===== src/source/commit_pkg.sv =====
package commit_pkg;

    // ~~~~~~~~~~~~~~~~~~~~~~~~~~~~~~~~~~~~~~~~~~~~~~~~~~~~~~~~~~~~~~~~~~~~~~
    // widths and sizes
    // ~~~~~~~~~~~~~~~~~~~~~~~~~~~~~~~~~~~~~~~~~~~~~~~~~~~~~~~~~~~~~~~~~~~~~~
    localparam int XLEN        = 32;
    localparam int REG_ADDR_W  = 5;
    localparam int NUM_REGS    = 32;
    localparam int DMEM_DEPTH  = 64;
    localparam int DMEM_ADDR_W = 6;  // word index, address bits 7:2.
    localparam int EXCP_NUM_W  = 16;
    localparam int CNT_W       = 32;

    // ~~~~~~~~~~~~~~~~~~~~~~~~~~~~~~~~~~~~~~~~~~~~~~~~~~~~~~~~~~~~~~~~~~~~~~
    // operation codes seen at writeback
    // ~~~~~~~~~~~~~~~~~~~~~~~~~~~~~~~~~~~~~~~~~~~~~~~~~~~~~~~~~~~~~~~~~~~~~~
    typedef enum logic [7:0] {
        ALU_NOP    = 8'h00,
        ALU_ADD    = 8'h01,
        ALU_OR     = 8'h02,
        OP_LD_W    = 8'h10,
        OP_ST_W    = 8'h11,
        OP_LL_W    = 8'h12,  // load linked, sets llbit.
        OP_SC_W    = 8'h13,  // store conditional, clears llbit.
        OP_RDCNTVL = 8'h20,
        OP_RDCNTVH = 8'h21,
        OP_RDCNTID = 8'h22
    } aluop_e;

    // ~~~~~~~~~~~~~~~~~~~~~~~~~~~~~~~~~~~~~~~~~~~~~~~~~~~~~~~~~~~~~~~~~~~~~~
    // exception numbers, loongarch ecode values
    // ~~~~~~~~~~~~~~~~~~~~~~~~~~~~~~~~~~~~~~~~~~~~~~~~~~~~~~~~~~~~~~~~~~~~~~
    typedef enum logic [15:0] {
        EXC_NONE = 16'h0000,
        EXC_ALE  = 16'h0009,  // misaligned access.
        EXC_SYS  = 16'h000b,
        EXC_BRK  = 16'h000c,
        EXC_INE  = 16'h000d
    } excp_code_e;

endpackage


===== src/source/reg_file.sv =====
`timescale 1ns/10ps

module reg_file
    import commit_pkg::*;
(
    input  logic                  clk,
    input  logic                  rst,
    input  logic                  we_i,
    input  logic [REG_ADDR_W-1:0] waddr_i,
    input  logic [XLEN-1:0]       wdata_i,
    input  logic [REG_ADDR_W-1:0] raddr_a_i,
    input  logic [REG_ADDR_W-1:0] raddr_b_i,
    output logic [XLEN-1:0]       rdata_a_o,
    output logic [XLEN-1:0]       rdata_b_o
);

    logic [XLEN-1:0] regs [NUM_REGS];

    always_ff @(posedge clk) begin
        if (rst) begin
            for (int i = 0; i < NUM_REGS; i++) begin
                regs[i] <= '0;
            end
        end else if (we_i && (waddr_i != '0)) begin  // r0 is hardwired.
            regs[waddr_i] <= wdata_i;
        end
    end

    assign rdata_a_o = (raddr_a_i == '0) ? '0 : regs[raddr_a_i];
    assign rdata_b_o = (raddr_b_i == '0) ? '0 : regs[raddr_b_i];

endmodule


===== config.mk =====
export PLATFORM = sky130hd
export DESIGN_NAME = reg_file
export DESIGN_NICKNAME = d
export VERILOG_FILES = /design/src/source/commit_pkg.sv /design/src/source/reg_file.sv
export SDC_FILE = /design/constraint.sdc
export NUM_CORES = 2
export LEC_CHECK = 0
export ABC_CLOCK_PERIOD_IN_PS = 4700
export BUFFER_PORTS_ARGS = -buffer_cell sky130_fd_sc_hd__buf_2
export CAP_MARGIN = 20
export CORE_ASPECT_RATIO = 1.1
export CORE_MARGIN = 2
export CORE_UTILIZATION = 45
export CTS_BUF_LIST = sky130_fd_sc_hd__clkbuf_8
export DETAILED_ROUTE_END_ITERATION = 7
export PLACE_DENSITY = 0.66
export SLEW_MARGIN = 20
export SYNTH_ARGS = -nofsm -noshare
export SYNTH_HDL_FRONTEND = slang
export SYNTH_SLANG_ARGS = --single-unit

===== constraint.sdc =====
create_clock -name clk -period 4.7 [get_ports clk]
set_clock_uncertainty 0.05 [all_clocks]
set_input_delay 0.47 -clock clk [delete_from_list [all_inputs] [get_ports clk]]
set_output_delay 0.47 -clock clk [all_outputs]
set_load 0.02 [all_outputs]

==> results by group <==
Floorplan
  – Num rows: 133
  – CORE AREA: 119600 um^2
  – Die Wd: 335.1 um
  – Initial Util: 45.34%
  – I/O pin count: 114
  – Die area: 123400 um^2
  – Die Y: 368.2 um

Route
  – Vias: 34290
  – Final ANT Viol Nets: 0
  – TritonRoute pass-1 iters: 5
  – Vias per Instance: 6.493
  – Post-Route WL: 176200 um
  – Post-DR wirelength/cell: 33.36 um
  – DR DRC count: 0
  – Starting DRT DRC Count: 5099

Worst setup path
  – Critical Path AT: 3.57 ns
  – Crit-path cells: buf_8 > buf_12 > buf_4 > mux4_2 > a22o_1 > a2111oi_1 > nor3_1 > buf_2
  – Endpoint type of the worst setup path: primary output
  – CP max stage cell: a2111oi_1
  – WS Path Type: in -> out
  – Critical path's largest stage delay: 0.76 ns
  – Crit path launch type: input pin
  – CP Max Fanout: 28
  – Crit path from: raddr_b_i[0]
  – Required @ worst endpoint: 4.18 ns

Final layout
  – Largest register FFs: 1024
  – Final Cell Area: 59870 um^2
  – Share of cells above drive strength 1: 28.28%
  – Fin cells: 5281
  – Area delta synth->final: 10.35%
  – Reg with most FFs: regs
  – Biggest regs: regs: 1024 flops
  – Nets: 3645

Synth
  – Syn Inst Count: 3502
  – Register bit total from synthesis: 1024
  – Area contributors post-synth: edfxtp_1, mux4_2, and2_1
  – Synth warn: 0
  – Leading area contributor after synthesis: edfxtp_1
  – EDFF count, synth: 1024
  – Most used DFF post-synth: edfxtp_1
  – Post-synthesis sequential area ratio: 56.68%
  – Yosys top cell area share: 56.68%
  – Post-synthesis cell area: 54250 um^2
  – Post-synthesis cell type count: 42
  – Ys async rst share: 0%
  – Most frequent cells after synthesis: edfxtp_1, and2_1, mux4_2
  – Synth Area per Inst: 15.49 um^2
  – Most frequent cell after synthesis: edfxtp_1

Timing
  – Final period util: 86.94%
  – Min cycle time layout: 4.086 ns
  – Setup violators final: 0
  – Max frequency: 244.7 MHz
  – Final WS setup: 0.6140 ns
  – Max-slew violations: 0
  – Min Hold Slack: 0.06405 ns
  – Final Hold Fails: 0
  – RSZ-0062 raised after global routing: false
  – Slew @ Worst Pin: 1.180 ns
  – Setup TNS: 0 ns
  – Max_slew headroom: 21.33%

Global route
  – Largest net degree at the start of global routing: 69
  – Initial antenna violation count: 18
  – GRT met2 Usage: 44.46%
  – Global-route wire length before repair: 250600 um
  – Most Crowded Layer GR: met2
  – M3 GR Usage: 6.668%
  – Vias in the first global route: 34760
  – GR Util met1: 38.50%
  – Grt ovf: 0
  – Tot GR Track Use: 28.66%

Clock tree
  – TritonCTS clock tree: yes
  – Postcts setup bufs: 0
  – Hold Buf Count CTS: 0
  – CTS max path bufs: 3
  – Post-CTS sizing: 0
  – Clock Sinks: 1024
  – Clk slew on worst S/H paths: 0.06 ns
  – CTS Buf Count: 171
  – Root Buffer: clkbuf_8
  – H-Tree Depth: 4

Placed design
  – DP Area: 56850 um^2
  – Placed insts: 4973
  – Port Buf Inserts: 113
  – DP Wirelength: 106900 um
  – Pre-CTS setup slack: 0.6015 ns
  – GP Congestion: 0.8612

Power
  – PD cells: 346.1 nW/um^2
  – Switching share of power: 26.79%
  – Sw Pwr: 5.551 mW
  – Share of total power in the clock network: 34.7%
  – Int Pwr: 15.17 mW
  – Gate power share: 13.1%
  – Flop pwr share: 52.2%
  – VDD IR-drop max: 0.2318 mV
  – Leak: 20.80 nW

Run
  – Max-cap violation count: 0

Min path
  – Type of the tightest min-delay check: in -> reg
  – Hold_sp: rst

Run status
  – Status: complete, no violations
==> per-layer routing <==
layer	part of all wire, %	up-vias
li1	-	13764
met1	37	17742
met2	46	2348
met3	11	424
met4	4.9	12
met5	0.048	-
==> power by group through the flow <==
| stage | sequential (mW) | clock, mW | combinational, mW |
|---|---|---|---|
| 2_1_floorplan | 10.9 | 0 | 1.72 |
| 6_report | 10.8 | 7.19 | 2.71 |
| 5_1_grt | 10.9 | 7.64 | 2.81 |
| 3_3_place_gp | 11.0 | 0 | 2.67 |
| 4_1_cts | 10.8 | 7.24 | 2.69 |
| 3_5_place_dp | 11.0 | 0 | 2.68 |
==> worst paths after layout <==
kind	depth (start not counted)	end
setup / recovery	8	rdata_b_o[14]
hold / removal	2	regs[0][1]
==> stage by stage <==
stage | util [%] | total power, mW
CTS | 50.00 | 20.74
floorplan | - | 12.60
global placement | 47.52 | 13.64
detailed placement | 47.52 | 13.68
global route | 50.03 | 21.31
finish | 50.04 | 20.72
==> cell families after synthesis <==
family | synth area share, %
AND/OR/NAND/NOR | 13.33
flip-flops | 56.68
multiplexers | 22.98
buffers and inverters | 3.351
AO/OA/AOI/OAI | 3.651
other | 0.006912
==> final cells by class <==
type	instances	area, um^2
Fill cell	9988	59780
Sequential cell	1024	30750
Multi-Input combinational cell	2120	22010
Clock buffer	174	2395
Timing Repair Buffer	276	2172
Tap cell	1552	1942
Clock inverter	127	579.3
Antenna cell	6	15.01
Inverter	2	7.507
==> cell usage in the layout, fill, tap and decap left out, types with 5 or more instances in the layout <==
cell and instances:
edfxtp_1 1024, and2_1 994, mux4_2 472, clkbuf_8 174
mux2i_1 150, buf_4 137, buf_2 107, o22ai_1 103
inv_1 57, nor3_1 54, a22o_1 51, clkinv_1 48
a2111oi_1 41, or2_2 32, conb_1 32, mux2_2 30
buf_12 27, nor2_4 17, a22oi_1 16, nor2_2 15
a2111oi_0 14, a21oi_1 12, nor2b_1 12, clkinv_2 11
nand2_1 7, a211oi_1 7, diode_2 6, nand3b_1 5
nand3_1 5, nor4_1 5, nand2b_1 5, inv_6 5
==> critical path, delay by kind of cell <==
| kind | cells | cell delay, ns |
|---|---|---|
| AOI/OAI and AO/OA | 2 | 1.02 |
| buffers and inverters | 4 | 1.14 |
| and+or+nand+nor | 1 | 0.33 |
| muxes | 1 | 0.52 |
Note: power is estimated with default switching activity, not from simulation.
