[config.mk]
export PLATFORM = sky130hd
export DESIGN_NAME = commit_ctrl
export DESIGN_NICKNAME = d
export VERILOG_FILES = /design/src/source/commit_pkg.sv /design/src/source/commit_ctrl.sv
export SDC_FILE = /design/constraint.sdc
export NUM_CORES = 1
export LEC_CHECK = 0
export ABC_AREA = 0
export BUFFER_PORTS_ARGS = -buffer_cell sky130_fd_sc_hd__buf_2
export CELL_PAD_IN_SITES_DETAIL_PLACEMENT = 1
export CELL_PAD_IN_SITES_GLOBAL_PLACEMENT = 1
export CORE_MARGIN = 1.5
export CORE_UTILIZATION = 36
export DETAILED_ROUTE_END_ITERATION = 16
export PLACE_DENSITY_LB_ADDON = 0.1
export SYNTH_ARGS = -nofsm -noshare
export SYNTH_HDL_FRONTEND = slang
export SYNTH_SLANG_ARGS = --single-unit
export TNS_END_PERCENT = 30
[constraint.sdc]
create_clock -name clk -period 4.08 [get_ports clk]
set_input_delay 0.816 -clock clk [delete_from_list [all_inputs] [get_ports clk]]
set_output_delay 0.816 -clock clk [all_outputs]
set_load 0.03 [all_outputs]
[src/source/commit_pkg.sv]
package commit_pkg;

    // ~~~~~~~~~~~~~~~~~~~~~~~~~~~~~~~~~~~~~~~~~~~~~~~~~~~~~~~~~~~~~~~~~~~~~~
    // widths and sizes
    // ~~~~~~~~~~~~~~~~~~~~~~~~~~~~~~~~~~~~~~~~~~~~~~~~~~~~~~~~~~~~~~~~~~~~~~
    localparam int XLEN        = 32;
    localparam int REG_ADDR_W  = 5;
    localparam int NUM_REGS    = 32;
    localparam int DMEM_DEPTH  = 64;
    localparam int DMEM_ADDR_W = 6;  // word index, address bits 7:2.
    localparam int EXCP_NUM_W  = 16;
    localparam int CNT_W       = 32;

    // ~~~~~~~~~~~~~~~~~~~~~~~~~~~~~~~~~~~~~~~~~~~~~~~~~~~~~~~~~~~~~~~~~~~~~~
    // operation codes seen at writeback
    // ~~~~~~~~~~~~~~~~~~~~~~~~~~~~~~~~~~~~~~~~~~~~~~~~~~~~~~~~~~~~~~~~~~~~~~
    typedef enum logic [7:0] {
        ALU_NOP    = 8'h00,
        ALU_ADD    = 8'h01,
        ALU_OR     = 8'h02,
        OP_LD_W    = 8'h10,
        OP_ST_W    = 8'h11,
        OP_LL_W    = 8'h12,  // load linked, sets llbit.
        OP_SC_W    = 8'h13,  // store conditional, clears llbit.
        OP_RDCNTVL = 8'h20,
        OP_RDCNTVH = 8'h21,
        OP_RDCNTID = 8'h22
    } aluop_e;

    // ~~~~~~~~~~~~~~~~~~~~~~~~~~~~~~~~~~~~~~~~~~~~~~~~~~~~~~~~~~~~~~~~~~~~~~
    // exception numbers, loongarch ecode values
    // ~~~~~~~~~~~~~~~~~~~~~~~~~~~~~~~~~~~~~~~~~~~~~~~~~~~~~~~~~~~~~~~~~~~~~~
    typedef enum logic [15:0] {
        EXC_NONE = 16'h0000,
        EXC_ALE  = 16'h0009,  // misaligned access.
        EXC_SYS  = 16'h000b,
        EXC_BRK  = 16'h000c,
        EXC_INE  = 16'h000d
    } excp_code_e;

endpackage

[src/source/commit_ctrl.sv]
`timescale 1ns/10ps

module commit_ctrl
    import commit_pkg::*;
(
    input  logic                  clk,
    input  logic                  rst,

    input  logic                  wb_valid_i,
    input  logic [XLEN-1:0]       wb_pc_i,
    input  logic [XLEN-1:0]       wb_instr_i,
    input  logic                  wb_excp_i,
    input  logic [EXCP_NUM_W-1:0] wb_excp_num_i,
    input  logic                  wb_we_i,
    input  logic [REG_ADDR_W-1:0] wb_waddr_i,
    input  logic [XLEN-1:0]       wb_wdata_i,
    input  logic                  wb_llbit_we_i,
    input  logic                  wb_llbit_value_i,
    input  logic                  wb_is_cnt_i,
    input  logic                  wb_ld_en_i,
    input  logic                  wb_st_en_i,

    output logic                  rf_we_o,
    output logic [REG_ADDR_W-1:0] rf_waddr_o,
    output logic [XLEN-1:0]       rf_wdata_o,
    output logic                  llbit_o,

    output logic                  commit_valid_o,
    output logic [XLEN-1:0]       commit_pc_o,
    output logic [XLEN-1:0]       commit_instr_o,
    output logic                  commit_is_cnt_o,
    output logic                  commit_ld_en_o,
    output logic                  commit_st_en_o,

    output logic [CNT_W-1:0]      commit_count_o,
    output logic [CNT_W-1:0]      excp_count_o,
    output logic [EXCP_NUM_W-1:0] last_excp_num_o,
    output logic [XLEN-1:0]       last_excp_pc_o
);

    logic            done_q;
    logic [XLEN-1:0] last_pc_q;
    logic            last_valid_q;
    logic            new_rec;
    logic            active;
    logic            retire;

    // a new capture shows up as a change of pc or valid.
    assign new_rec = (wb_pc_i != last_pc_q) | (wb_valid_i != last_valid_q);
    assign active  = wb_valid_i & (~done_q | new_rec);
    assign retire  = active & ~wb_excp_i;

    assign rf_we_o    = retire & wb_we_i;
    assign rf_waddr_o = wb_waddr_i;
    assign rf_wdata_o = wb_wdata_i;

    // difftest-style commit port.
    assign commit_valid_o  = active;
    assign commit_pc_o     = wb_pc_i;
    assign commit_instr_o  = wb_instr_i;
    assign commit_is_cnt_o = wb_is_cnt_i;
    assign commit_ld_en_o  = wb_ld_en_i;
    assign commit_st_en_o  = wb_st_en_i;

    always_ff @(posedge clk) begin
        if (rst) begin
            done_q          <= 1'b0;
            last_pc_q       <= '0;
            last_valid_q    <= 1'b0;
            llbit_o         <= 1'b0;
            commit_count_o  <= '0;
            excp_count_o    <= '0;
            last_excp_num_o <= '0;
            last_excp_pc_o  <= '0;
        end else begin
            done_q       <= wb_valid_i;  // seen once, held copies are skipped.
            last_pc_q    <= wb_pc_i;
            last_valid_q <= wb_valid_i;
            if (retire) begin
                commit_count_o <= commit_count_o + 1'b1;
                if (wb_llbit_we_i) begin
                    llbit_o <= wb_llbit_value_i;
                end
            end
            if (active && wb_excp_i) begin
                excp_count_o    <= excp_count_o + 1'b1;
                last_excp_num_o <= wb_excp_num_i;
                last_excp_pc_o  <= wb_pc_i;
            end
        end
    end

endmodule

==> flow_summary.toml <==
[status]
status = "finished, final reports clean"

[detailed_routing]
drt-initial-drc-count = 237
wl_mm = 19.9
route.vias.total = 6062
postRouteAntennaNets = 0
drt-vias-per-instance = 5.13
drt_drc_violations_left = 0
drt-wirelength-per-cell_microns = 16.8
drt-pass1-iter-count = 4

[logic_synthesis]
yosysSeqAreaShare_pct = 39.8
synth_common_cells = "sky130_fd_sc_hd__dfxtp_1 (146), sky130_fd_sc_hd__buf_4 (106), sky130_fd_sc_hd__nand2_1 (83), sky130_fd_sc_hd__a21oi_1 (57), sky130_fd_sc_hd__a21oi_2 (50)"
post_synthesis_area_per_instance_sq_um = 8.96
synthArstFlopShare_pct = 0
netlist.area_leader.share_pct = 39.8
yosysTopAreaCell = "sky130_fd_sc_hd__dfxtp_1"
postSynthNetCount = 948
count_of_flip_flops_with_a_built_in_enable_after_synthesis = 0
yosys.cell_count.top_type = "sky130_fd_sc_hd__dfxtp_1"
ys_warn_count = 0
post_synth_inst_count = 819
synth_cell_type_count = 48
synthesis.area_sq_mm = 0.00734
synth_top_cells_by_area = "sky130_fd_sc_hd__dfxtp_1 (40%), sky130_fd_sc_hd__buf_4 (11%), sky130_fd_sc_hd__a21oi_2 (6.0%), sky130_fd_sc_hd__nand2_1 (4.2%), sky130_fd_sc_hd__nand2_2 (4.2%)"
top_ff_cell_synth = "sky130_fd_sc_hd__dfxtp_1"
synth-seq-cells = 146

[global_route]
gr-usage-all-layers_pct = 19.0
grt-ovfl-total = 0
grt_pass1_vias = 6215
largest_net_degree_at_the_start_of_global_routing = 108
first_pass_grt_wire_length_mm = 32.7
antenna_violations_before_repair = 0

[timing]
timing.final.crit_period_ns = 3.32
finalSetupViolCount = 0
setup-tns-final_ns = 0
final.setup_skew_ns = 0.0126
period_share_pct = 81.4
rsz0062_at_grt = "false"
timing_max_transition_violations_final = 0
worst_slack_ns = 0.760
final_hold_viol_count = 0
max_freq_ghz = 0.301
max-slew-margin-rel_pct = 25.1
worst_tran_pin_value_ns = 1.12

[finish]
area.growth.synth_to_final_pct = 12.2
final_net_count = 1027
layout-drive-gt1-share_pct = 39.0

[setup_path]
cp-end-kind = "output port"
setup.worst_path.start_class = "input pin"
critical_path_required_ns = 3.26
cp_data_arrival_time_ns = 2.50
worstPathMaxFanout = 5
critical_path_class = "input pin to output port"
timing.reg2reg.setup_slack_ns = 1.48

[clock_network]
cts_setup_buffers = 0
cts_made_buffers = 17
cts_buffer_depth = 2
clk_latency_ns = 0.42
clk_transition_reported_paths_ns = 0.06
cts_root_buffer = "sky130_fd_sc_hd__clkbuf_16"
ctsHtreeMaxLevel = 4
cts.sink_count = 146
tritoncts = "done"
post_cts_resize_count = 0
cts.hold.buffers_added = 0

[floorplanning]
die_width_microns = 146
coreArea_sq_mm = 0.0201
std_cell_rows = 52
floorplan.die.height_microns = 146
initial_core_utilization_pct = 36.5
boundaryPins = 346
die-area_sq_mm = 0.0213

[pwr]
power-per-cell-area_mw_per_mm2 = 397
leakage_nw = 3.22
vdd_drop_max_mv = 0.288

[placement]
port_buffers = 201
placement.setup.worst_slack_ns = 0.733
dpl.hpwl_mm = 13.9
gpl.final_weighted_congestion = 0.755

[run]
timing.max_cap.violations = 0

[min_path]
holdCritPathClass = "register to register"
==> path summary, 6_finish.rpt <==
check	end	start	cells after the start
setup / recovery	commit_valid_o	wb_pc_i[19]	7
hold / removal	last_excp_pc_o[9]	last_excp_pc_o[9]	2
setup reg to reg	excp_count_o[0]	last_pc_q[19]	6
hold reg to reg	last_excp_pc_o[9]	last_excp_pc_o[9]	2
==> worst max-delay path, stage by stage <==
cell	delay, ns
sky130_fd_sc_hd__buf_2	0.13
sky130_fd_sc_hd__xor2_1	0.17
sky130_fd_sc_hd__nor4_1	0.40
sky130_fd_sc_hd__nand4_2	0.38
sky130_fd_sc_hd__o31ai_4	0.35
sky130_fd_sc_hd__inv_1	0.07
sky130_fd_sc_hd__buf_2	0.18
==> metal layers <==
metal,part of all wire (%),GRT usage [%],up-vias
li1,-,-,2895
met1,43,22.4,2941
met2,49,32.7,188
met3,5.6,4.98,38
met4,2.1,7.55,0
met5,0,0,-
==> through the flow <==
stage	power, mW	hold WS [ns]	instance area [sq um]	cells	utilization, %
2_1_floorplan	1.92	0.587	7340	819	-
3_3_place_gp	1.87	0.445	7700	1149	38.3
3_5_place_dp	1.88	0.453	7700	1149	38.3
4_1_cts	3.32	0.462	8230	1181	41.0
5_1_grt	3.41	0.476	8230	1181	41.0
6_report	3.27	0.459	8240	1182	41.0
==> cell type report <==
type	instances	area [sq um]
diodes	1	2.50
clock buffers	20	447
clock inverters	12	85.1
fillers	2382	11900
inverters	8	30.0
multi-input cells	517	3320
flip-flops and latches	146	2920
well taps	270	338
repair buffers	208	1090
==> report_power, final <==
group	total [mW]	leakage (nW)	internal, mW	switching, mW
Combinational	0.345	1.78	0.106	0.239
Clock	1.44	0.253	0.794	0.642
Sequential	1.49	1.19	1.47	0.0249
==> cell families (layout without fill, tap and decap cells) <==
kind of cell	after synthesis	after routing	synth area share (%)
xor+xnor	34	34	4.06
buf+inv	156	248	15.0
compound gates	171	171	16.2
simple gates	307	307	24.1
flops	146	146	39.8
other cells	0	1	0
mux	3	3	0.443
fa+ha+maj	2	2	0.341
==> state kept, by name, summed over array words and instances, names as in the netlist <==
name / count
last_excp_pc_o: 32
last_pc_q: 32
commit_count_o: 32
last_excp_num_o: 16
llbit_o: 1
excp_count_o: 32
last_valid_q: 1
==> placed cells by master, fill, tap and decap left out, types with 5 or more instances in the layout <==
cell type,instances
sky130_fd_sc_hd__xor2_1,32
sky130_fd_sc_hd__or3_1,28
sky130_fd_sc_hd__buf_4,5
sky130_fd_sc_hd__nand4_1,16
sky130_fd_sc_hd__and3_1,7
sky130_fd_sc_hd__inv_1,8
sky130_fd_sc_hd__nor2_1,13
sky130_fd_sc_hd__or4_1,28
sky130_fd_sc_hd__nand2_1,83
sky130_fd_sc_hd__clkbuf_16,17
sky130_fd_sc_hd__nor2b_1,36
sky130_fd_sc_hd__o31ai_1,28
sky130_fd_sc_hd__buf_2,200
sky130_fd_sc_hd__o21ai_1,5
sky130_fd_sc_hd__a21oi_1,57
sky130_fd_sc_hd__nor3_1,5
sky130_fd_sc_hd__and2_1,5
sky130_fd_sc_hd__o21ai_0,22
sky130_fd_sc_hd__nand3_1,13
sky130_fd_sc_hd__dfxtp_1,146
sky130_fd_sc_hd__a21oi_2,50
sky130_fd_sc_hd__nand2_2,49
No activity file was read; power rests on OpenSTA's default activity.
