File: src/source/commit_pkg.sv
package commit_pkg;

    // ~~~~~~~~~~~~~~~~~~~~~~~~~~~~~~~~~~~~~~~~~~~~~~~~~~~~~~~~~~~~~~~~~~~~~~
    // widths and sizes
    // ~~~~~~~~~~~~~~~~~~~~~~~~~~~~~~~~~~~~~~~~~~~~~~~~~~~~~~~~~~~~~~~~~~~~~~
    localparam int XLEN        = 32;
    localparam int REG_ADDR_W  = 5;
    localparam int NUM_REGS    = 32;
    localparam int DMEM_DEPTH  = 64;
    localparam int DMEM_ADDR_W = 6;  // word index, address bits 7:2.
    localparam int EXCP_NUM_W  = 16;
    localparam int CNT_W       = 32;

    // ~~~~~~~~~~~~~~~~~~~~~~~~~~~~~~~~~~~~~~~~~~~~~~~~~~~~~~~~~~~~~~~~~~~~~~
    // operation codes seen at writeback
    // ~~~~~~~~~~~~~~~~~~~~~~~~~~~~~~~~~~~~~~~~~~~~~~~~~~~~~~~~~~~~~~~~~~~~~~
    typedef enum logic [7:0] {
        ALU_NOP    = 8'h00,
        ALU_ADD    = 8'h01,
        ALU_OR     = 8'h02,
        OP_LD_W    = 8'h10,
        OP_ST_W    = 8'h11,
        OP_LL_W    = 8'h12,  // load linked, sets llbit.
        OP_SC_W    = 8'h13,  // store conditional, clears llbit.
        OP_RDCNTVL = 8'h20,
        OP_RDCNTVH = 8'h21,
        OP_RDCNTID = 8'h22
    } aluop_e;

    // ~~~~~~~~~~~~~~~~~~~~~~~~~~~~~~~~~~~~~~~~~~~~~~~~~~~~~~~~~~~~~~~~~~~~~~
    // exception numbers, loongarch ecode values
    // ~~~~~~~~~~~~~~~~~~~~~~~~~~~~~~~~~~~~~~~~~~~~~~~~~~~~~~~~~~~~~~~~~~~~~~
    typedef enum logic [15:0] {
        EXC_NONE = 16'h0000,
        EXC_ALE  = 16'h0009,  // misaligned access.
        EXC_SYS  = 16'h000b,
        EXC_BRK  = 16'h000c,
        EXC_INE  = 16'h000d
    } excp_code_e;

endpackage

File: src/source/wb_stage.sv
`timescale 1ns/10ps

module wb_stage
    import commit_pkg::*;
(
    input  logic                  clk,
    input  logic                  rst,
    input  logic                  flush_i,
    input  logic                  advance_i,

    input  logic                  mem_valid_i,
    input  logic [XLEN-1:0]       mem_pc_i,
    input  logic [XLEN-1:0]       mem_instr_i,
    input  aluop_e                mem_aluop_i,
    input  logic                  mem_wreg_i,
    input  logic [REG_ADDR_W-1:0] mem_waddr_i,
    input  logic [XLEN-1:0]       mem_wdata_i,
    input  logic                  mem_load_i,
    input  logic                  mem_store_i,
    input  logic [XLEN-1:0]       mem_addr_i,
    input  logic [XLEN-1:0]       mem_store_data_i,
    input  logic                  mem_excp_i,
    input  logic [EXCP_NUM_W-1:0] mem_excp_num_i,
    input  logic                  mem_llbit_we_i,
    input  logic                  mem_llbit_value_i,

    output logic                  wb_valid_o,
    output logic [XLEN-1:0]       wb_pc_o,
    output logic [XLEN-1:0]       wb_instr_o,
    output logic                  wb_excp_o,
    output logic [EXCP_NUM_W-1:0] wb_excp_num_o,
    output logic                  wb_we_o,
    output logic [REG_ADDR_W-1:0] wb_waddr_o,
    output logic [XLEN-1:0]       wb_wdata_o,
    output logic                  wb_llbit_we_o,
    output logic                  wb_llbit_value_o,
    output logic                  wb_is_cnt_o,
    output logic                  wb_ld_en_o,
    output logic                  wb_st_en_o,
    output logic [XLEN-1:0]       wb_mem_addr_o,
    output logic [XLEN-1:0]       wb_st_data_o,

    output logic                  fwd_we_o,
    output logic [REG_ADDR_W-1:0] fwd_addr_o,
    output logic [XLEN-1:0]       fwd_data_o,

    output logic                  dcache_flush_o,
    output logic                  dcache_store_commit_o
);

    logic is_cnt;

    assign is_cnt = mem_aluop_i inside {OP_RDCNTVL, OP_RDCNTVH, OP_RDCNTID};

    // forwarding to dispatch, zero latency.
    assign fwd_we_o   = mem_wreg_i;
    assign fwd_addr_o = mem_waddr_i;
    assign fwd_data_o = mem_wdata_i;

    assign dcache_flush_o        = mem_excp_i;
    assign dcache_store_commit_o = mem_store_i & ~mem_excp_i;

    // ~~~~~~~~~~~~~~~~~~~~~~~~~~~~~~~~~~~~~~~~~~~~~~~~~~~~~~~~~~~~~~~~~~~~~~
    // stage register
    // ~~~~~~~~~~~~~~~~~~~~~~~~~~~~~~~~~~~~~~~~~~~~~~~~~~~~~~~~~~~~~~~~~~~~~~
    always_ff @(posedge clk) begin
        if (rst || flush_i) begin  // flush beats advance.
            wb_valid_o       <= 1'b0;
            wb_pc_o          <= '0;
            wb_instr_o       <= '0;
            wb_excp_o        <= 1'b0;
            wb_excp_num_o    <= EXC_NONE;
            wb_we_o          <= 1'b0;
            wb_waddr_o       <= '0;
            wb_wdata_o       <= '0;
            wb_llbit_we_o    <= 1'b0;
            wb_llbit_value_o <= 1'b0;
            wb_is_cnt_o      <= 1'b0;
            wb_ld_en_o       <= 1'b0;
            wb_st_en_o       <= 1'b0;
            wb_mem_addr_o    <= '0;
            wb_st_data_o     <= '0;
        end else if (advance_i) begin
            wb_valid_o       <= mem_valid_i;
            wb_pc_o          <= mem_pc_i;
            wb_instr_o       <= mem_instr_i;
            wb_excp_o        <= mem_excp_i;
            wb_excp_num_o    <= mem_excp_i ? mem_excp_num_i : EXC_NONE;  // no stale codes.
            wb_we_o          <= mem_wreg_i;
            wb_waddr_o       <= mem_waddr_i;
            wb_wdata_o       <= mem_wdata_i;
            wb_llbit_we_o    <= mem_llbit_we_i;
            wb_llbit_value_o <= mem_llbit_value_i;
            wb_is_cnt_o      <= is_cnt;
            wb_ld_en_o       <= mem_load_i;
            wb_st_en_o       <= mem_store_i;
            wb_mem_addr_o    <= mem_addr_i;  // no translation, one address.
            wb_st_data_o     <= mem_store_data_i;
        end
    end

endmodule

File: config.mk
export PLATFORM = sky130hd
export DESIGN_NAME = wb_stage
export DESIGN_NICKNAME = d
export VERILOG_FILES = /design/src/source/commit_pkg.sv /design/src/source/wb_stage.sv
export SDC_FILE = /design/constraint.sdc
export NUM_CORES = 1
export LEC_CHECK = 0
export BUFFER_PORTS_ARGS = -buffer_cell sky130_fd_sc_hd__buf_4
export CAP_MARGIN = 20
export CORE_AREA = 2 2 169 171
export DETAILED_ROUTE_END_ITERATION = 16
export DIE_AREA = 0 0 171 173
export PLACE_DENSITY = 0.57
export SYNTH_ARGS = -nofsm -noshare
export SYNTH_HDL_FRONTEND = slang
export SYNTH_SLANG_ARGS = --single-unit
File: constraint.sdc
create_clock -name clk -period 1.7 [get_ports clk]
set_input_delay 0 -clock clk [delete_from_list [all_inputs] [get_ports clk]]
set_output_delay 0 -clock clk [all_outputs]
set_load 0.02 [all_outputs]
==> results by group, run 1 <==
Global routing
  • Total track usage: 0.1580
  • Overflow after GRT: 0
  • Initial antenna violation count: 0
  • First-pass GRT wire length: 37.09 mm
  • Pin count of the biggest net entering global routing: 88
  • Number of global-route vias before repair: 6,880

CTS
  • Clock root buffer master: clkbuf_16
  • CTS tree: built
  • Setup bufs post-CTS: 0
  • Sink Count: 189
  • Cts repair resizes: 0
  • CTS max path bufs: 2
  • TritonCTS Buffers: 17
  • CTS HTree Levels: 4
  • Clock Pin Slew Worst Setup and Hold Paths: 80 ps
  • Worst-Skew Late Latency: 420 ps

STA
  • Final setup vio count: 0
  • Hold WS: 20.37 ps
  • Max Transition Viols Final: 0
  • PnR worst setup slack: 642.1 ps
  • Pin slew with the least headroom to its limit: 465.2 ps
  • Max Fclk: 0.9452 GHz
  • Worst slew margin: 0.6894
  • Fin crit share: 0.6223
  • Min cycle time layout: 1058 ps
  • TNS Setup: 0 ps
  • RSZ-0062 raised after global routing: false
  • Skew final: 0 ps
  • Hold Vio Cnt, Final: 0

Status
  • Outcome: completed

Synthesis
  • Post-synthesis cell area: 6984 µm²
  • Syn_area_per_cell: 10.63 µm²
  • Syn Nets: 857
  • Cell variety after synth: 17
  • Cells after Synth: 657
  • Post-synthesis sequential area ratio: 0.5417
  • Yosys warning count: 0
  • Yosys reg bits: 189

Cells and area
  • Nets: 1,423
  • Multi-input gate area: 2595 µm²
  • Antenna diode count: 0
  • Fin util: 0.4592
  • Layout fillers: 2,565
  • Design area: 12,690 µm²
  • Area growth, synth to finish: 81.64%
  • Register area: 3784 µm²
  • Fraction of layout cells with a size suffix above 1: 0.3825

Hold path
  • Hold Startpoint: advance_i
  • Min-Delay Path Depth: 3
  • Worst hold path class: in2reg
  • Worst Hold End: wb_st_en_o$_SDFFE_PP0P_

Placed design
  • HPWL Detailed: 16.41 mm
  • Gp weighted congestion: 0.7509
  • I/O Buffers: 428
  • DP Worst Slack: 576.7 ps
  • Area after DPL: 10,220 µm²

Floorplan
  • Die Area: 29,580 µm²
  • Die Ht: 173 µm
  • Core Box Area: 27,630 µm²
  • I/O pins: 429
  • Starting density of the core: 0.2528
  • Die Wd: 171 µm
  • Site Rows: 61

Worst setup path
  • Crit Path Category: in2reg
  • CP required: 2060 ps
  • R2R depth: 2
  • Worst setup SP type: input port
  • Peak fanout along the critical path: 1
  • Critical path arrival: 1410 ps
  • FF-to-FF Start: wb_st_data_o[23]$_SDFFE_PP0P_
  • Critical R2R Capture: wb_st_data_o[23]$_SDFFE_PP0P_
  • Crit. End Element: register
  • Reg2Reg Setup Slack: 1000 ps

Pwr
  • Power Density: 828.6 nW/µm²
  • Worst IR Drop VDD: 506.4 µV
  • Leak pwr: 0.006139 µW

Routing
  • Drt drc: 0
  • Final wirelength: 24.33 mm
  • Post-route ant nets: 0
  • TritonRoute pass-1 iters: 4
  • 1st-iter DRT viols: 247
  • Vias per inst: 4.074
  • Drt wl/cell: 15.09 µm
  • Via count: 6,567

Job
  • Max-cap violations: 0
[critical path, cell delays in order]
cell and delay, ps:
dlygate4sd3_1 540, buf_4 110, nand4_1 60, dlygate4sd3_1 570, a21oi_1 130
[area by class of cell]
class	instances	share of cell area
Clock buffer	17	0.03353
Clock inverter	13	0.01203
Inverter	1	0.0002959
Multi-Input combinational cell	385	0.2046
Sequential cell	189	0.2983
Tap cell	378	0.03728
Timing Repair Buffer	629	0.4140
[worst max-delay path by stage]
stage,slack (ps),to,start
after floorplan,910,wb_pc_o[13]$_SDFFE_PP0P_,flush_i
after global placement,600,wb_st_data_o[18]$_SDFFE_PP0P_,advance_i
after detailed placement,580,wb_pc_o[30]$_SDFFE_PP0P_,advance_i
after CTS,670,wb_is_cnt_o$_SDFFE_PP0P_,advance_i
after global routing,520,wb_is_cnt_o$_SDFFE_PP0P_,advance_i
final,640,wb_is_cnt_o$_SDFFE_PP0P_,mem_aluop_i[5]
[placed cells by master (no fill, tap or decap), types with 2 or more instances in the layout]
cell / instances
buf_4: 435
inv_8: 4
clkinv_4: 5
a22oi_1: 16
buf_12: 4
nand2_1: 2
dlygate4sd3_1: 189
mux2i_1: 171
dfxtp_1: 189
nor2_1: 189
a21oi_1: 2
inv_6: 2
clkbuf_16: 17
[cells in the mapped netlist]
library cell	count	area, µm²
a21oi_1	2	10.01
a22oi_1	16	120.1
and2_1	1	6.260
buf_1	1	3.750
buf_2	12	60.06
buf_4	51	382.9
buf_6	12	135.1
clkbuf_1	6	22.52
dfxtp_1	189	3784
inv_2	1	3.750
mux2i_1	171	1712
nand2_1	2	7.510
nand4_1	1	6.260
nor2_1	189	709.4
nor2b_1	1	6.260
nor4b_1	1	8.760
or2_1	1	6.260
[per-layer routing]
| metal | wire length (µm) | vias to the layer above | GRT usage | part of all wire |
|---|---|---|---|---|
| met5 | 0 | - | 0 | 0 |
| met4 | 481 | 0 | 0.04626 | 0.020 |
| met3 | 1830 | 29 | 0.04898 | 0.075 |
| met2 | 12070 | 286 | 0.2833 | 0.50 |
| met1 | 9946 | 2991 | 0.1781 | 0.41 |
| li1 | - | 3261 | - | - |
[through the flow]
step | total power, µW | std cells
floorplan | 5536 | 657
global placement | 6232 | 1393
detailed placement | 6245 | 1393
CTS | 10660 | 1612
global route | 10990 | 1612
finish | 10510 | 1612
[power breakdown]
| group | leakage (µW) | internal [µW] | switching, µW | total (µW) |
|---|---|---|---|---|
| Clock | 0.000284 | 2080 | 1930 | 4010 |
| Combinational | 0.00431 | 1040 | 815 | 1860 |
| Sequential | 0.00154 | 4570 | 75.0 | 4640 |
| Total | 0.00614 | 7690 | 2820 | 10500 |
[sequential cells by signal (all words and copies together), names as in the netlist]
register,cells
wb_excp_o,1
wb_llbit_value_o,1
wb_mem_addr_o,32
wb_wdata_o,32
wb_ld_en_o,1
wb_waddr_o,5
wb_is_cnt_o,1
wb_instr_o,32
wb_st_en_o,1
wb_st_data_o,32
wb_pc_o,32
wb_we_o,1
wb_excp_num_o,16
wb_valid_o,1
wb_llbit_we_o,1
[timing repair]
item / 4_1_cts / 5_1_grt
hold buffers: 189 / 0
endpoints found under the setup margin: 0 / 0
endpoints found under the hold margin: 188 / 0
[cells by family (layout without fill, tap and decap cells)]
| family | Yosys count | after routing | synth area share |
|---|---|---|---|
| multiplexers | 171 | 171 | 0.2451 |
| AO/OA/AOI/OAI | 18 | 18 | 0.01863 |
| AND/OR/NAND/NOR | 196 | 196 | 0.1075 |
| flip-flops | 189 | 189 | 0.5417 |
| buffers and inverters | 83 | 660 | 0.08707 |
No activity file was read; power rests on OpenSTA's default activity.
==> inputs of run 2 (changes only) <==
--- a/config.mk
+++ b/config.mk
@@ -7,10 +7,10 @@
 export LEC_CHECK = 0
 export BUFFER_PORTS_ARGS = -buffer_cell sky130_fd_sc_hd__buf_4
 export CAP_MARGIN = 20
-export CORE_AREA = 2 2 169 171
+export CORE_AREA = 2 2 165 167
 export DETAILED_ROUTE_END_ITERATION = 16
-export DIE_AREA = 0 0 171 173
-export PLACE_DENSITY = 0.57
+export DIE_AREA = 0 0 167 169
+export PLACE_DENSITY = 0.59
 export SYNTH_ARGS = -nofsm -noshare
 export SYNTH_HDL_FRONTEND = slang
 export SYNTH_SLANG_ARGS = --single-unit
==> constraint.sdc (replaced) <==
create_clock -name clk -period 1 [get_ports clk]
set_input_delay 0 -clock clk [delete_from_list [all_inputs] [get_ports clk]]
set_output_delay 0 -clock clk [all_outputs]
set_load 0.02 [all_outputs]
==> run 2 against run 1 <==
Effect of this change:
- register-to-register slack worse by 750 ps
- flip-flop and latch count stayed put
- critical endpoint is now dcache_store_commit_o
- critical path depth is 1 lower
- non-clock buffer count is 16 higher
==> results by group, run 2 (synthesis gave the netlist of run 1 again) <==
Worst setup path
  • CP required: 1000 ps (-1060 ps)
  • Crit. End Element: primary output
  • R2R depth: 2 (unchanged)
  • Critical path arrival: 960 ps (-450 ps)
  • Peak fanout along the critical path: 2 (+1)
  • Worst setup SP type: input port
  • Crit Path Category: in2out

Routing
  • Drt drc: 0 (unchanged)
  • 1st-iter DRT viols: 346 (+40%)
  • Post-route ant nets: 0 (unchanged)
  • Vias per inst: 4.255 (+4.5%)
  • Via count: 6,779 (+3.2%)
  • Drt wl/cell: 15.62 µm (+3.5%)
  • TritonRoute pass-1 iters: 4 (unchanged)
  • Final wirelength: 24.89 mm (+2.3%)

Placed design
  • Gp weighted congestion: 0.7642 (+1.8%)
  • HPWL Detailed: 16.50 mm (+0.53%)
  • I/O Buffers: 428 (unchanged)
  • DP Worst Slack: 72.93 ps (-503.8 ps)

Cells and area
  • Register area: 3790 µm² (+0.17%)
  • Multi-input gate area: 2595 µm² (unchanged)
  • Commonest cells after routing, fill and taps aside: buf_4, dlygate4sd3_1, nor2_1
  • Antenna diode count: 0 (unchanged)
  • Fraction of layout cells with a size suffix above 1: 0.3906 (+0.008079)
  • Nets: 1,439 (+1.1%)
  • Layout fillers: 2,378 (-7.3%)
  • Fin util: 0.4859 (+0.02673)
  • Area growth, synth to finish: 84.36%
  • Commonest non-fill, non-tap cell in the layout: buf_4

Global routing
  • Number of global-route vias before repair: 7,107 (+3.3%)
  • Initial antenna violation count: 0 (unchanged)
  • Pin count of the biggest net entering global routing: 55 (-38%)
  • Met3 Resource Use GR: 0.05167 (+0.002690)
  • Met1 Use GR: 0.1952 (+0.01711)
  • Total track usage: 0.1684 (+0.01037)
  • GR peak layer: met2
  • Met2 usage: 0.2972 (+0.01392)
  • Overflow after GRT: 0 (unchanged)
  • First-pass GRT wire length: 37.95 mm (+2.3%)

CTS
  • TritonCTS Buffers: 17 (unchanged)
  • CTS HTree Levels: 4 (unchanged)
  • Clock Pin Slew Worst Setup and Hold Paths: 80 ps (about the same)
  • Worst-Skew Late Latency: 410 ps (about the same)
  • Clock root buffer master: clkbuf_16
  • CTS max path bufs: 2 (unchanged)
  • CTS tree: built
  • Sink Count: 189 (unchanged)
  • Setup bufs post-CTS: 0 (unchanged)

STA
  • Min cycle time layout: 957.9 ps
  • TNS Setup: 0 ps (unchanged)
  • Hold Vio Cnt, Final: 0 (unchanged)
  • PnR worst setup slack: 42.06 ps (-600.0 ps)
  • Worst slew margin: 0.7747 (+0.08529)
  • Max Transition Viols Final: 0 (unchanged)
  • Fin crit share: 0.9579
  • Skew final: 0 ps (unchanged)
  • Max Fclk: 1.044 GHz
  • RSZ-0062 raised after global routing: false
  • Final setup vio count: 0 (unchanged)
  • Pin slew with the least headroom to its limit: 338.0 ps (-127.3 ps)

Pwr
  • Worst IR Drop VDD: 1078 µV (+110%)
  • Leak pwr: 0.006254 µW (+1.9%)
  • Power Density: 1391 nW/µm² (+68%)

Floorplan
  • Core Box Area: 26,500 µm² (-4.1%)
  • Site Rows: 60 (-1.6%)
  • Die Wd: 167 µm (-2.3%)
  • I/O pins: 429 (unchanged)
  • Die Area: 28,220 µm² (-4.6%)
  • Die Ht: 169 µm (-2.3%)
  • Starting density of the core: 0.2636 (+0.01077)

Job
  • Max-cap violations: 0 (unchanged)

Hold path
  • Min-Delay Path Depth: 4 (+1)
  • Worst hold path class: in2reg

Status
  • Outcome: completed
[run 2: cell types whose count changed in the layout (fill, tap and decap cells not counted), sizes merged]
cell         change
dlygate4sd3      +6
buf             +10
clkinv           +1
clkbuf           +2
bufinv           -1
[run 2: path summary, 6_finish.rpt]
path	from	end	slack, ps
worst min-delay path	advance_i	wb_is_cnt_o$_SDFFE_PP0P_	40
worst min register to register	wb_is_cnt_o$_SDFFE_PP0P_	wb_is_cnt_o$_SDFFE_PP0P_	490
worst max-delay path	mem_store_i	dcache_store_commit_o	40
worst max register to register	wb_mem_addr_o[16]$_SDFFE_PP0P_	wb_mem_addr_o[16]$_SDFFE_PP0P_	250
[run 2: worst max-delay path, cell delays in order]
cell,delay (ps)
dlygate4sd3_1,540
buf_4,150
nor2b_1,120
buf_4,150
[run 2: per-stage QoR]
stage                     total power, µW  std cells  cell area [µm²]  hold WS, ps
final                               17910       1593            12880        39.51
after global routing                18690       1593            12880        49.43
after CTS                           18110       1593            12870        18.26
after detailed placement            10690       1366            10340        210.0
after global placement              10670       1366            10340        208.8
after floorplan                      9411        657             6984        78.11
[run 2: repair_timing]
action                                 4_1_cts  5_1_grt
hold buffers                               195        0
setup endpoints to repair                    2        3
gates resized for setup                      2        3
cloned                                       0        0
endpoints found under the hold margin      188        0
[run 2: power by group]
part	internal (µW)	leakage (µW)	total (µW)	switching (µW)
sequential	7760	0.00154	7890	132
combinational	1860	0.00443	3280	1420
clock	3430	0.000286	6740	3310
[run 2: cell type report]
cell class | instances | share of cell area
Clock buffer | 19 | 0.03518
Clock inverter | 13 | 0.009329
Multi-Input combinational cell | 385 | 0.2015
Inverter | 1 | 0.0002915
Sequential cell | 189 | 0.2943
Timing Repair Buffer | 645 | 0.4262
Tap cell | 341 | 0.03314
[run 2: layer usage]
metal	up-vias	routed length, µm
li1	3309	-
met1	3122	10050
met2	309	12290
met3	39	1898
met4	0	646
met5	-	0
==> inputs of run 3 (changes only) <==
==> constraint.sdc (replaced) <==
create_clock -name clk -period 1 [get_ports clk]
set_input_delay 0.2 -clock clk [delete_from_list [all_inputs] [get_ports clk]]
set_output_delay 0.2 -clock clk [all_outputs]
set_load 0.02 [all_outputs]
==> run 3 against run 2 <==
Effect of this change:
- the run now ends with setup timing left
- first-iteration DRC count decreased by 36%
- clock skew unchanged
- sequential power increased by 1%
- largest cell class unchanged
- largest power group unchanged
==> results by group, run 3 (synthesis gave the netlist of run 1 again) <==
Floorplan
  • Core Box Area: 26,500 µm² (unchanged)
  • Die Wd: 167 µm (unchanged)
  • Starting density of the core: 0.2636 (unchanged)
  • Site Rows: 60 (unchanged)
  • I/O pins: 429 (unchanged)
  • Die Ht: 169 µm (unchanged)
  • Die Area: 28,220 µm² (unchanged)

Cells and area
  • Antenna diode count: 0 (unchanged)
  • Area growth, synth to finish: 82.34%
  • Commonest non-fill, non-tap cell in the layout: buf_4
  • Commonest cells after routing, fill and taps aside: buf_4, nor2_1, buf_6
  • Fraction of layout cells with a size suffix above 1: 0.6056 (+0.2150)
  • Final Instance Count excl. Fillers: 1,492 (-6.3%)
  • Nets: 1,339 (-6.9%)

Worst setup path
  • CP bufs+invs: 1 (-2)
  • Worst setup SP type: register
  • Crit Path Category: reg2out
  • Worst Setup SP: wb_llbit_value_o$_SDFFE_PP0P_
  • Crit. End Element: primary output
  • Peak fanout along the critical path: 2 (unchanged)
  • Top cell family by delay on the critical path: flip-flops
  • CP cell instances: buf_6
  • Slowest CP cell: dfxtp_4
  • CP required: 800 ps (-200 ps)
  • Reg2Reg Setup Slack: 220 ps (-30 ps)
  • Critical path arrival: 910 ps (-50 ps)
  • CP max stage delay: 360 ps (-180 ps)
  • FF-to-FF Start: wb_excp_num_o[7]$_SDFFE_PP0P_

Global routing
  • Overflow after GRT: 0 (unchanged)
  • Total track usage: 0.1575 (-0.01086)
  • Initial antenna violation count: 0 (unchanged)
  • Pin count of the biggest net entering global routing: 51 (-7.3%)
  • Number of global-route vias before repair: 6,443 (-9.3%)
  • First-pass GRT wire length: 35.08 mm (-7.6%)

Hold path
  • Hold Startpoint: mem_addr_i[14]
  • Worst hold path class: in2reg

CTS
  • Clock Pin Slew Worst Setup and Hold Paths: 70 ps (about the same)
  • TritonCTS Buffers: 17 (unchanged)
  • Sink Count: 189 (unchanged)
  • Clock root buffer master: clkbuf_16
  • CTS HTree Levels: 4 (unchanged)
  • CTS tree: built
  • Worst-Skew Late Latency: 410 ps (about the same)
  • CTS max path bufs: 2 (unchanged)

STA
  • Skew final: 0 ps (unchanged)
  • TNS Setup: -13,350 ps (-13,350 ps)
  • Min cycle time layout: 1105 ps (+147.5 ps)
  • Final setup vio count: 189 (+189)
  • Max Fclk: 0.9046 GHz (-13%)
  • Worst slew margin: 0.7710 (-0.003745)
  • RSZ-0062 raised after global routing: true
  • PnR worst setup slack: -105.4 ps (-147.5 ps)
  • Pin slew with the least headroom to its limit: 338.8 ps (+0.8448 ps)
  • Max Transition Viols Final: 0 (unchanged)
  • Hold Vio Cnt, Final: 0 (unchanged)
  • Fin crit share: 1.105 (+0.1475)

Pwr
  • Power Internal: 12,890 µW (-1.3%)
  • Leak pwr: 0.006072 µW (-2.9%)
  • Worst IR Drop VDD: 798.3 µV (-26%)
  • Logic pwr share: 0.173 (-0.010)
  • Clock share of power: 0.374 (-0.002)
  • Seq pwr share: 0.453 (+0.012)
  • Switch Pwr: 4709 µW (-3.0%)
  • Overall power: 17,600 µW (-1.7%)
  • Power Density: 1382 nW/µm² (-0.65%)
  • Switching Fraction: 0.2676 (-0.003579)

Routing
  • WL met1: 9.351 mm (-6.9%)
  • Drt wl/cell: 15.58 µm (-0.29%)
  • 1st-iter DRT viols: 223 (-36%)
  • Vias per inst: 4.231 (-0.57%)
  • Drt drc: 0 (unchanged)
  • Via count: 6,313 (-6.9%)
  • WL met3: 1.900 mm (+0.11%)
  • TritonRoute pass-1 iters: 4 (unchanged)
  • Post-route ant nets: 0 (unchanged)
  • Met2 wire len: 11.69 mm (-4.9%)
  • Top layer reached by signal wires: met4
  • Final wirelength: 23.24 mm (-6.6%)

Placed design
  • HPWL Detailed: 16.91 mm (+2.5%)
  • Placed cells: 1,379 (+0.95%)
  • DP Worst Slack: -139.2 ps (-212.1 ps)
  • I/O Buffers: 428 (unchanged)
  • Gp weighted congestion: 0.7445 (-2.6%)

Status
  • Violated checks: setup timing
  • Outcome: complete, but fails checks

Job
  • Max-cap violations: 0 (unchanged)
[run 3: power groups by stage]
stage	combinational, µW	clock, µW	sequential, µW
finish	3050	6580	7970
global route	3250	7200	8000
CTS	3060	6870	7970
detailed placement	2680	0	8060
global placement	2660	0	8050
floorplan	1070	0	8340
[run 3: timing repair]
| action | 4_1_cts | 5_1_grt |
|---|---|---|
| endpoints found under the hold margin | 69 | 1 |
| hold buffers | 69 | 1 |
| gates resized for setup | 380 | 0 |
| setup endpoints to repair | 189 | 189 |
| buffers inserted | 7 | 5 |
[run 3: cell type report]
type                            instances  area, µm²
Fill cell                            2494      13770
Timing Repair Buffer                  545       5121
Sequential cell                       189       4025
Multi-Input combinational cell        385       2595
Clock buffer                           18      439.2
Tap cell                              341      426.7
Clock inverter                         13      123.9
Inverter                                1      3.754
[run 3: final timing paths]
path / end / cells after the start
max: wb_llbit_value_o / 1
min: wb_mem_addr_o[14]$_SDFFE_PP0P_ / 3
max reg2reg: wb_excp_num_o[7]$_SDFFE_PP0P_ / 3
min reg2reg: wb_is_cnt_o$_SDFFE_PP0P_ / 2
[run 3: per-stage QoR]
step                        util  hold WS, ps  area, µm²
final                     0.4805        18.02      12730
after global routing      0.4805       0.6375      12730
after CTS                 0.4788       0.4550      12690
after detailed placement  0.3936        439.6      10430
after global placement    0.3936        430.9      10430
after floorplan                -        344.1       6984
[run 3: routing by layer]
layer / track usage / vias up
met5: 0 / -
met4: 0.03748 / 0
met3: 0.05448 / 15
met2: 0.2777 / 269
met1: 0.1836 / 2930
li1: - / 3099
